[config.mk]
export PLATFORM = sky130hd
export DESIGN_NAME = ex_stage
export DESIGN_NICKNAME = d
export VERILOG_FILES = /design/src/ex_pkg.sv /design/src/ex_issue_reg.sv /design/src/ex_alu.sv /design/src/ex_commit_ctrl.sv /design/src/ex_stage.sv
export VERILOG_INCLUDE_DIRS = /design/src
export SDC_FILE = /design/constraint.sdc
export NUM_CORES = 1
export LEC_CHECK = 0
export ABC_AREA = 1
export CAP_MARGIN = 25
export CORE_MARGIN = 2
export CORE_UTILIZATION = 50
export CTS_BUF_LIST = sky130_fd_sc_hd__clkbuf_8
export CTS_CLUSTER_DIAMETER = 80
export DETAILED_ROUTE_END_ITERATION = 6
export DONT_BUFFER_PORTS = 1
export PLACE_DENSITY = 0.68
export SKIP_LAST_GASP = 1
export SLEW_MARGIN = 10
export SYNTH_ARGS = -nofsm -noshare
export SYNTH_HDL_FRONTEND = slang
export SYNTH_SLANG_ARGS = --single-unit
export TNS_END_PERCENT = 10
[constraint.sdc]
create_clock -name clk_i -period 4.19 [get_ports clk_i]
set_clock_uncertainty 0.05 [all_clocks]
set_input_delay 0.6285 -clock clk_i [delete_from_list [all_inputs] [get_ports clk_i]]
set_output_delay 0.6285 -clock clk_i [all_outputs]
set_load 0.005 [all_outputs]
[src/ex_defines.svh]
`ifndef EX_DEFINES_SVH
`define EX_DEFINES_SVH

// ------------------------------------------------------------
// execute stage widths
// ------------------------------------------------------------

// data and address width
`define EX_XLEN 32

// register file address
`define EX_REG_AW 5

// load/store function code
`define EX_FUNCT3_W 3

// instruction size in halfwords (1 = compressed, 2 = full)
`define EX_INS_SIZE_W 2

`endif

[src/ex_pkg.sv]
`default_nettype none

package ex_pkg;

    // alu operation select
    typedef enum logic [3:0] {
        ALU_ADD,
        ALU_SUB,
        ALU_AND,
        ALU_OR,
        ALU_XOR,
        ALU_SLL,
        ALU_SRL,
        ALU_SRA,
        ALU_SLT,
        ALU_SLTU
    } alu_op_e;

    // branch compare, same codes as the branch funct3 field
    typedef enum logic [2:0] {
        CMP_EQ  = 3'b000,
        CMP_NE  = 3'b001,
        CMP_LT  = 3'b100,
        CMP_GE  = 3'b101,
        CMP_LTU = 3'b110,
        CMP_GEU = 3'b111
    } cmp_op_e;

    // result destination
    typedef enum logic [1:0] {
        ZONE_NONE,
        ZONE_REGFILE,
        ZONE_LOADQ,
        ZONE_STOREQ
    } zone_e;

    // fetch path tag
    typedef enum logic {
        SOFID_RUN  = 1'b0,
        SOFID_JUMP = 1'b1
    } sofid_e;

endpackage

`default_nettype wire

[src/ex_issue_reg.sv]
`timescale 1ns/10ps
`default_nettype none

`include "ex_defines.svh"

module ex_issue_reg
    import ex_pkg::*;
    (
        input  wire                         clk_i,
        input  wire                         reset_i,
        input  wire                         stage_en_i,
        // decoder fields
        input  wire                         ids_valid_i,
        input  wire                         ids_cond_i,
        input  wire                         ids_jump_i,
        input  wire                         ids_link_i,
        input  wire zone_e                  ids_zone_i,
        input  wire [`EX_XLEN-1:0]          ids_pc_i,
        input  wire [`EX_INS_SIZE_W-1:0]    ids_ins_size_i,
        input  wire [`EX_XLEN-1:0]          ids_regs2_data_i,
        input  wire [`EX_REG_AW-1:0]        ids_regd_addr_i,
        input  wire [`EX_FUNCT3_W-1:0]      ids_funct3_i,
        // registered fields
        output logic                        valid_o,
        output logic                        cond_o,
        output logic                        jump_o,
        output logic                        link_o,
        output logic                        lq_wr_o,
        output logic                        sq_wr_o,
        output logic                        regd_wr_o,
        output logic [`EX_XLEN-1:0]         pc_inc_o,
        output logic [`EX_XLEN-1:0]         regs2_data_o,
        output logic [`EX_REG_AW-1:0]       regd_addr_o,
        output logic [`EX_FUNCT3_W-1:0]     funct3_o
    );

    logic [`EX_XLEN-1:0] pc_inc;

    // ------------------------------------------------------------
    // link address
    // ------------------------------------------------------------

    // size is in halfwords, so shift left by one for bytes
    assign pc_inc = ids_pc_i +
                    {{(`EX_XLEN-`EX_INS_SIZE_W-1){1'b0}}, ids_ins_size_i, 1'b0};

    // ------------------------------------------------------------
    // stage register
    // ------------------------------------------------------------

    always_ff @(posedge clk_i or posedge reset_i) begin
        if (reset_i) begin
            valid_o <= 1'b0;
        end else if (stage_en_i) begin
            valid_o <= ids_valid_i;
        end
    end

    always_ff @(posedge clk_i) begin
        if (stage_en_i) begin
            cond_o       <= ids_cond_i;
            jump_o       <= ids_jump_i;
            link_o       <= ids_link_i;
            pc_inc_o     <= pc_inc;
            regs2_data_o <= ids_regs2_data_i;
            regd_addr_o  <= ids_regd_addr_i;
            funct3_o     <= ids_funct3_i;
            // zone decode, one hot or none
            lq_wr_o      <= (ids_zone_i == ZONE_LOADQ);
            sq_wr_o      <= (ids_zone_i == ZONE_STOREQ);
            regd_wr_o    <= (ids_zone_i == ZONE_REGFILE);
        end
    end

endmodule

`default_nettype wire

[src/ex_alu.sv]
`timescale 1ns/10ps
`default_nettype none

`include "ex_defines.svh"

module ex_alu
    import ex_pkg::*;
    (
        input  wire                     clk_i,
        input  wire                     reset_i,
        input  wire                     stage_en_i,
        // arithmetic/logic operands
        input  wire alu_op_e            op_i,
        input  wire [`EX_XLEN-1:0]      op_left_i,
        input  wire [`EX_XLEN-1:0]      op_right_i,
        // branch compare operands
        input  wire cmp_op_e            cmp_op_i,
        input  wire [`EX_XLEN-1:0]      cmp_left_i,
        input  wire [`EX_XLEN-1:0]      cmp_right_i,
        // registered results
        output logic [`EX_XLEN-1:0]     result_o,
        output logic                    cmp_o
    );

    logic [`EX_XLEN-1:0] result;
    logic [4:0]          shamt;
    logic                op_lt;
    logic                op_ltu;
    logic                cmp_eq;
    logic                cmp_lt;
    logic                cmp_ltu;
    logic                cmp;

    // ------------------------------------------------------------
    // arithmetic/logic
    // ------------------------------------------------------------

    // rv32 shifts only look at the low five bits
    assign shamt  = op_right_i[4:0];
    assign op_lt  = $signed(op_left_i) < $signed(op_right_i);
    assign op_ltu = op_left_i < op_right_i;

    always_comb begin
        case (op_i)
            ALU_ADD  : result = op_left_i + op_right_i;
            ALU_SUB  : result = op_left_i - op_right_i;
            ALU_AND  : result = op_left_i & op_right_i;
            ALU_OR   : result = op_left_i | op_right_i;
            ALU_XOR  : result = op_left_i ^ op_right_i;
            ALU_SLL  : result = op_left_i << shamt;
            ALU_SRL  : result = op_left_i >> shamt;
            ALU_SRA  : result = $unsigned($signed(op_left_i) >>> shamt);
            ALU_SLT  : result = {{(`EX_XLEN-1){1'b0}}, op_lt};
            ALU_SLTU : result = {{(`EX_XLEN-1){1'b0}}, op_ltu};
            default  : result = '0;
        endcase
    end

    // ------------------------------------------------------------
    // branch compare
    // ------------------------------------------------------------

    assign cmp_eq  = cmp_left_i == cmp_right_i;
    assign cmp_lt  = $signed(cmp_left_i) < $signed(cmp_right_i);
    assign cmp_ltu = cmp_left_i < cmp_right_i;

    always_comb begin
        case (cmp_op_i)
            CMP_EQ  : cmp = cmp_eq;
            CMP_NE  : cmp = ~cmp_eq;
            CMP_LT  : cmp = cmp_lt;
            CMP_GE  : cmp = ~cmp_lt;
            CMP_LTU : cmp = cmp_ltu;
            CMP_GEU : cmp = ~cmp_ltu;
            // reserved branch codes never take
            default : cmp = 1'b0;
        endcase
    end

    // ------------------------------------------------------------
    // output registers
    // ------------------------------------------------------------

    always_ff @(posedge clk_i or posedge reset_i) begin
        if (reset_i) begin
            cmp_o <= 1'b0;
        end else if (stage_en_i) begin
            cmp_o <= cmp;
        end
    end

    always_ff @(posedge clk_i) begin
        if (stage_en_i) begin
            result_o <= result;
        end
    end

endmodule

`default_nettype wire

[src/ex_commit_ctrl.sv]
`timescale 1ns/10ps
`default_nettype none

`include "ex_defines.svh"

module ex_commit_ctrl
    import ex_pkg::*;
    (
        input  wire                     clk_i,
        input  wire                     reset_i,
        // decoder side, next instruction
        input  wire                     ids_valid_i,
        input  wire sofid_e             ids_sofid_i,
        // instruction in the stage
        input  wire                     valid_i,
        input  wire                     cond_i,
        input  wire                     jump_i,
        input  wire                     link_i,
        input  wire                     lq_wr_i,
        input  wire                     sq_wr_i,
        input  wire                     regd_wr_i,
        input  wire [`EX_XLEN-1:0]      alu_result_i,
        input  wire [`EX_XLEN-1:0]      pc_inc_i,
        input  wire                     cmp_i,
        // queue back-pressure
        input  wire                     lsq_full_i,
        // stage control
        output logic                    stage_en_o,
        output logic                    ids_stall_o,
        // prefetch unit
        output logic                    pfu_jump_o,
        output logic [`EX_XLEN-1:0]     pfu_jump_addr_o,
        // write-back
        output logic                    ids_regd_wr_o,
        output logic                    ids_regd_cncl_load_o,
        output logic [`EX_XLEN-1:0]     ids_regd_data_o,
        // load/store queue
        output logic                    lsq_lq_wr_o,
        output logic                    lsq_sq_wr_o
    );

    sofid_e sofid_q;
    logic   ex_valid;
    logic   commit;
    logic   jump;
    logic   stall;

    // ------------------------------------------------------------
    // commit decision
    // ------------------------------------------------------------

    // instructions on a discarded path never commit
    assign ex_valid = valid_i & (sofid_q == SOFID_RUN);
    assign commit   = ex_valid & (cmp_i | ~cond_i);
    assign jump     = commit & jump_i;

    // ------------------------------------------------------------
    // stall
    // ------------------------------------------------------------

    assign stall       = commit & lsq_full_i & (lq_wr_i | sq_wr_i);
    assign stage_en_o  = ~stall;
    assign ids_stall_o = stall;

    // ------------------------------------------------------------
    // path tracking
    // ------------------------------------------------------------

    always_ff @(posedge clk_i or posedge reset_i) begin
        if (reset_i) begin
            sofid_q <= SOFID_RUN;
        end else if (stage_en_o) begin
            if (jump) begin
                sofid_q <= SOFID_JUMP;
            end else if (ids_valid_i && sofid_q == SOFID_JUMP &&
                         ids_sofid_i == SOFID_JUMP) begin
                // first fetch from the new path arrives
                sofid_q <= SOFID_RUN;
            end
        end
    end

    // ------------------------------------------------------------
    // strobes
    // ------------------------------------------------------------

    // held high across a stall, one event per instruction
    assign pfu_jump_o           = jump;
    assign pfu_jump_addr_o      = alu_result_i;
    assign ids_regd_wr_o        = commit & regd_wr_i;
    assign ids_regd_cncl_load_o = ~commit & valid_i & lq_wr_i;
    assign lsq_lq_wr_o          = commit & lq_wr_i;
    assign lsq_sq_wr_o          = commit & sq_wr_i;

    // link writes return address instead of the alu result
    always_comb begin
        if (link_i) begin
            ids_regd_data_o = pc_inc_i;
        end else begin
            ids_regd_data_o = alu_result_i;
        end
    end

endmodule

`default_nettype wire

[src/ex_stage.sv]
`timescale 1ns/10ps
`default_nettype none

`include "ex_defines.svh"

module ex_stage
    import ex_pkg::*;
    (
        input  wire                     clk_i,
        input  wire                     reset_i,
        // decoder
        input  wire                     ids_valid_i,
        input  wire sofid_e             ids_sofid_i,
        input  wire [`EX_INS_SIZE_W-1:0] ids_ins_size_i,
        input  wire                     ids_jump_i,
        input  wire                     ids_cond_i,
        input  wire                     ids_link_i,
        input  wire zone_e              ids_zone_i,
        input  wire [`EX_XLEN-1:0]      ids_pc_i,
        input  wire alu_op_e            ids_alu_op_i,
        input  wire [`EX_XLEN-1:0]      ids_operand_left_i,
        input  wire [`EX_XLEN-1:0]      ids_operand_right_i,
        input  wire cmp_op_e            ids_cmp_op_i,
        input  wire [`EX_XLEN-1:0]      ids_regs1_data_i,
        input  wire [`EX_XLEN-1:0]      ids_cmp_right_i,
        input  wire [`EX_XLEN-1:0]      ids_regs2_data_i,
        input  wire [`EX_REG_AW-1:0]    ids_regd_addr_i,
        input  wire [`EX_FUNCT3_W-1:0]  ids_funct3_i,
        output logic                    ids_stall_o,
        // prefetch unit
        output logic                    pfu_jump_o,
        output logic [`EX_XLEN-1:0]     pfu_jump_addr_o,
        // write-back
        output logic                    ids_regd_wr_o,
        output logic                    ids_regd_cncl_load_o,
        output logic [`EX_REG_AW-1:0]   ids_regd_addr_o,
        output logic [`EX_XLEN-1:0]     ids_regd_data_o,
        // load/store queue
        input  wire                     lsq_full_i,
        output logic                    lsq_lq_wr_o,
        output logic                    lsq_sq_wr_o,
        output logic [`EX_FUNCT3_W-1:0] lsq_funct3_o,
        output logic [`EX_REG_AW-1:0]   lsq_regd_addr_o,
        output logic [`EX_XLEN-1:0]     lsq_regs2_data_o,
        output logic [`EX_XLEN-1:0]     lsq_addr_o
    );

    logic                    stage_en;
    logic                    valid;
    logic                    cond;
    logic                    jump;
    logic                    link;
    logic                    lq_wr;
    logic                    sq_wr;
    logic                    regd_wr;
    logic [`EX_XLEN-1:0]     pc_inc;
    logic [`EX_REG_AW-1:0]   regd_addr;
    logic [`EX_XLEN-1:0]     alu_result;
    logic                    alu_cmp;

    // register address goes to both write-back and queue
    assign ids_regd_addr_o = regd_addr;
    assign lsq_regd_addr_o = regd_addr;
    assign lsq_addr_o      = alu_result;

    ex_issue_reg u_issue_reg (
        .clk_i            (clk_i),
        .reset_i          (reset_i),
        .stage_en_i       (stage_en),
        .ids_valid_i      (ids_valid_i),
        .ids_cond_i       (ids_cond_i),
        .ids_jump_i       (ids_jump_i),
        .ids_link_i       (ids_link_i),
        .ids_zone_i       (ids_zone_i),
        .ids_pc_i         (ids_pc_i),
        .ids_ins_size_i   (ids_ins_size_i),
        .ids_regs2_data_i (ids_regs2_data_i),
        .ids_regd_addr_i  (ids_regd_addr_i),
        .ids_funct3_i     (ids_funct3_i),
        .valid_o          (valid),
        .cond_o           (cond),
        .jump_o           (jump),
        .link_o           (link),
        .lq_wr_o          (lq_wr),
        .sq_wr_o          (sq_wr),
        .regd_wr_o        (regd_wr),
        .pc_inc_o         (pc_inc),
        .regs2_data_o     (lsq_regs2_data_o),
        .regd_addr_o      (regd_addr),
        .funct3_o         (lsq_funct3_o)
    );

    ex_alu u_alu (
        .clk_i       (clk_i),
        .reset_i     (reset_i),
        .stage_en_i  (stage_en),
        .op_i        (ids_alu_op_i),
        .op_left_i   (ids_operand_left_i),
        .op_right_i  (ids_operand_right_i),
        .cmp_op_i    (ids_cmp_op_i),
        .cmp_left_i  (ids_regs1_data_i),
        .cmp_right_i (ids_cmp_right_i),
        .result_o    (alu_result),
        .cmp_o       (alu_cmp)
    );

    ex_commit_ctrl u_commit_ctrl (
        .clk_i                (clk_i),
        .reset_i              (reset_i),
        .ids_valid_i          (ids_valid_i),
        .ids_sofid_i          (ids_sofid_i),
        .valid_i              (valid),
        .cond_i               (cond),
        .jump_i               (jump),
        .link_i               (link),
        .lq_wr_i              (lq_wr),
        .sq_wr_i              (sq_wr),
        .regd_wr_i            (regd_wr),
        .alu_result_i         (alu_result),
        .pc_inc_i             (pc_inc),
        .cmp_i                (alu_cmp),
        .lsq_full_i           (lsq_full_i),
        .stage_en_o           (stage_en),
        .ids_stall_o          (ids_stall_o),
        .pfu_jump_o           (pfu_jump_o),
        .pfu_jump_addr_o      (pfu_jump_addr_o),
        .ids_regd_wr_o        (ids_regd_wr_o),
        .ids_regd_cncl_load_o (ids_regd_cncl_load_o),
        .ids_regd_data_o      (ids_regd_data_o),
        .lsq_lq_wr_o          (lsq_lq_wr_o),
        .lsq_sq_wr_o          (lsq_sq_wr_o)
    );

endmodule

`default_nettype wire

==> results.md <==
- DR iter-0 viols: 2,094
- Post-Synthesis Cells: 2,303
- Clock Sinks: 113
- Combinational cell fraction of total power: 33.7%
- Crit path time final: 3.22 ns
- Commonest cells post-synth: nand2_1 (592), inv_1 (259), nor2_1 (205)
- Skew-Pair Late Insertion Delay: 0.46 ns
- PostCTS Resize Cnt: 0
- WP data required: 4.29 ns
- Distinct cells, synth: 59
- Netlist Area Pre-Place: 0.0151 mm²
- Clock power frac: 29.6%
- Max-slew violations: 0
- Sw Share: 41.6%
- Net Switching: 1.78 mW
- Total Routing Usage GR: 42.6%
- RSZ-0062 raised after global routing: no
- CP startpoint: ids_operand_right_i[4]
- Critical path's most frequent cell: nand3_1
- Core footprint: 0.0297 mm²
- Worst setup path endpoint: u_alu.result_o[27]
- Starting Density: 50.8%
- Area delta synth->final: 2.05%
- Top cell type's share of synthesized area: 21.9%
- Pin count of the biggest net entering global routing: 83
- Fin. Hold Viols: 0
- Number of H-tree levels: 4
- Num CTS Buffers: 17
- Buffers & Inverters on Critical Path: 2
- First-pass GRT wire length: 98,600 µm
- Top Family by Delay on Critical Path: simple AND/OR/NAND/NOR gates
- Post-DP HPWL: 56,500 µm
- Diodes inserted: 0
- Total global routing overflow: 0
- CTS clk-pin slew, worst paths: 0.10 ns
- Hold slack: 0.205 ns
- P_int: 2.50 mW
- Worst-path cell chain: clkinv_1, ha_1, a21oi_1, o21ai_0, a21oi_1, inv_1, nand2_1, nand2_1, nand3_1, nand3_1, nand3_1, nand3_1
- Worst reg2reg endpoint: u_alu.result_o[17]
- EDFF count, synth: 110
- Placer Congestion: 1.08
- CP Max Fanout: 26
- Number of synthesized register bits: 113
- Pre-antenna DRT Iters: 6
- Peak VDD IR: 0.000230 V
- Vias per cell: 6.24
- CP Depth: 12
- Status: completed
- CTS tree: built
- Layout cells sized above 1: 7.29%
- Flop2flop setup slack: 1.60 ns
- Slowest cell on the critical path: ha_1
- Max-cap violations: 0
- Mapped Nets: 2,660
- Die width: 178 µm
- CTS root buf: clkbuf_8
- Slew HR: 36.1%
- Vias in the first global route: 14,900
- Ys async rst share: 2.65%
- CP peak stage delay: 0.55 ns
- Sequential area share after synthesis: 22.4%
- Fmax: 311 MHz
- Sequential fraction of design power: 36.7%
- Top-count cell post-synth: nand2_1
- Critical Path AT: 3.32 ns
- Top post-synthesis cells by area: edfxtp_1 (22%), nand2_1 (15%), ha_1 (11%)
- Reg2Reg Depth: 7
- Critical path class: input port to flop
- Yosys warnings: 0
- Syn Area/Cell: 6.55 µm²
- Tcrit/Tclk final: 76.8%
- Type of the worst min-delay path: input port to flop
- Static Leak: 7.21 nW
- ANT nets after route: 0
- Initial antenna violation count: 1
- Core Rows: 63
- Top_reg_cell synth: edfxtp_1
- Setup violators final: 0
- Worst Setup End Kind: flop
- Vias: 16,300
- Finished layout cell area: 0.0154 mm²
- Synth area leader: edfxtp_1
- Routed WL: 69,400 µm
- Io pins: 366
- Startpoint Class: input port
- Post-Layout Cell Count: 2,612
- Setup_tns: 0 ns
- Least-Margin Pin Slew: 0.958 ns
- # DRC: 0
- Worst flop-to-flop path startpoint: u_issue_reg.cond_o
- Port buffer count: 0
- P per Cell Area: 278 mW/mm²
- Nets@finish: 2,566
- Placed cells: 2,579
- Die height: 178 µm
- Die area: 0.0316 mm²
- Maximum clock path buffer count: 2
- Final Util: 51.8%
- Placement Cell Area: 0.0149 mm²
- Average routed wire per standard cell: 26.6 µm
## worst reg2reg max path: stages (launching register included)
cell	delay [ns]
edfxtp_1	0.37
inv_1	0.06
nor2_1	0.04
nor3_1	0.29
inv_1	0.16
nor2_1	0.42
inv_4	0.45
buf_4	0.48
## power by group through the flow
stage	logic [mW]	clock network, mW	registers [mW]
global route	1.57	1.30	1.58
floorplan	1.11	0	1.48
CTS	1.40	1.26	1.57
finish	1.44	1.27	1.57
detailed placement	1.39	0	1.59
global placement	1.38	0	1.59
## final cells by class
cell class / count / area, µm²
clock buffer: 17 / 234
clock inverter: 15 / 221
fill: 3054 / 14300
inverter: 280 / 1060
multi-input combinational: 1777 / 9870
sequential: 113 / 3380
tap: 390 / 488
timing repair buffer: 20 / 153
## worst min path at each step
stage                              from                     endpoint  cells after the start
floorplan                       reset_i                  u_alu.cmp_o                      1
global placement                reset_i                  u_alu.cmp_o                      1
detailed placement              reset_i        u_commit_ctrl.sofid_q                      1
CTS                  ids_regd_addr_i[3]   u_issue_reg.regd_addr_o[3]                      0
global route        ids_regs2_data_i[5]  u_issue_reg.regs2_data_o[5]                      0
finish                       ids_link_i           u_issue_reg.link_o                      0
## per-stage QoR
stage,total power [mW],setup WS (ns)
finish,4.29,0.972
global route,4.45,0.851
floorplan,2.58,0.717
CTS,4.23,1.14
detailed placement,2.98,0.665
global placement,2.97,0.653
## registers in the layout, summed over array words and instances, names as in the netlist
signal                    cells
u_alu.cmp_o                   1
u_alu.result_o               32
u_commit_ctrl.sofid_q         1
u_issue_reg.cond_o            1
u_issue_reg.funct3_o          3
u_issue_reg.jump_o            1
u_issue_reg.link_o            1
u_issue_reg.lq_wr_o           1
u_issue_reg.pc_inc_o         32
u_issue_reg.regd_addr_o       5
u_issue_reg.regd_wr_o         1
u_issue_reg.regs2_data_o     32
u_issue_reg.sq_wr_o           1
u_issue_reg.valid_o           1
## cell families (layout without fill, tap and decap cells)
group                    count (synthesis)  count (layout)  share of synthesized area [%]
flip-flops                             113             113                           22.4
buffers and inverters                  413             332                           12.2
adder cells (fa/ha/maj)                138             138                           11.6
multiplexers                            42              42                           3.05
AO/OA/AOI/OAI                          472             472                           17.9
XOR/XNOR                                34              34                           1.97
AND/OR/NAND/NOR                       1091            1091                           30.9
## cell usage in the layout (no fill, tap or decap), drive strengths merged, types with 4 or more instances in the layout
| cell | instances |
|---|---|
| o21ai | 222 |
| a221oi | 7 |
| mux2 | 32 |
| a21o | 5 |
| a21oi | 151 |
| nand3 | 175 |
| mux2i | 10 |
| nor4 | 4 |
| buf | 19 |
| o22ai | 18 |
| nor3 | 39 |
| o211ai | 21 |
| inv | 286 |
| nand4 | 35 |
| clkbuf | 17 |
| xor2 | 21 |
| o221ai | 4 |
| o21a | 13 |
| a211oi | 4 |
| clkinv | 5 |
| o21bai | 12 |
| xnor2 | 13 |
| edfxtp | 110 |
| a31oi | 5 |
| ha | 135 |
| bufinv | 4 |
| o2111ai | 4 |
| nand2 | 598 |
| nor2 | 221 |
| or2 | 13 |
## layer usage
metal | track usage [%] | wire length [µm]
met1 | 54.1 | 27000
met2 | 65.8 | 29800
met3 | 11.4 | 8250
met4 | 22.6 | 4280
met5 | 0 | 3
## timing repair
item | CTS | global route
hold endpoints to repair | 3 | 0
endpoints found under the setup margin | 0 | 0
hold buffers | 1 | 0
setup buffers | 0 | 0
(Power assumes the default switching activity.)
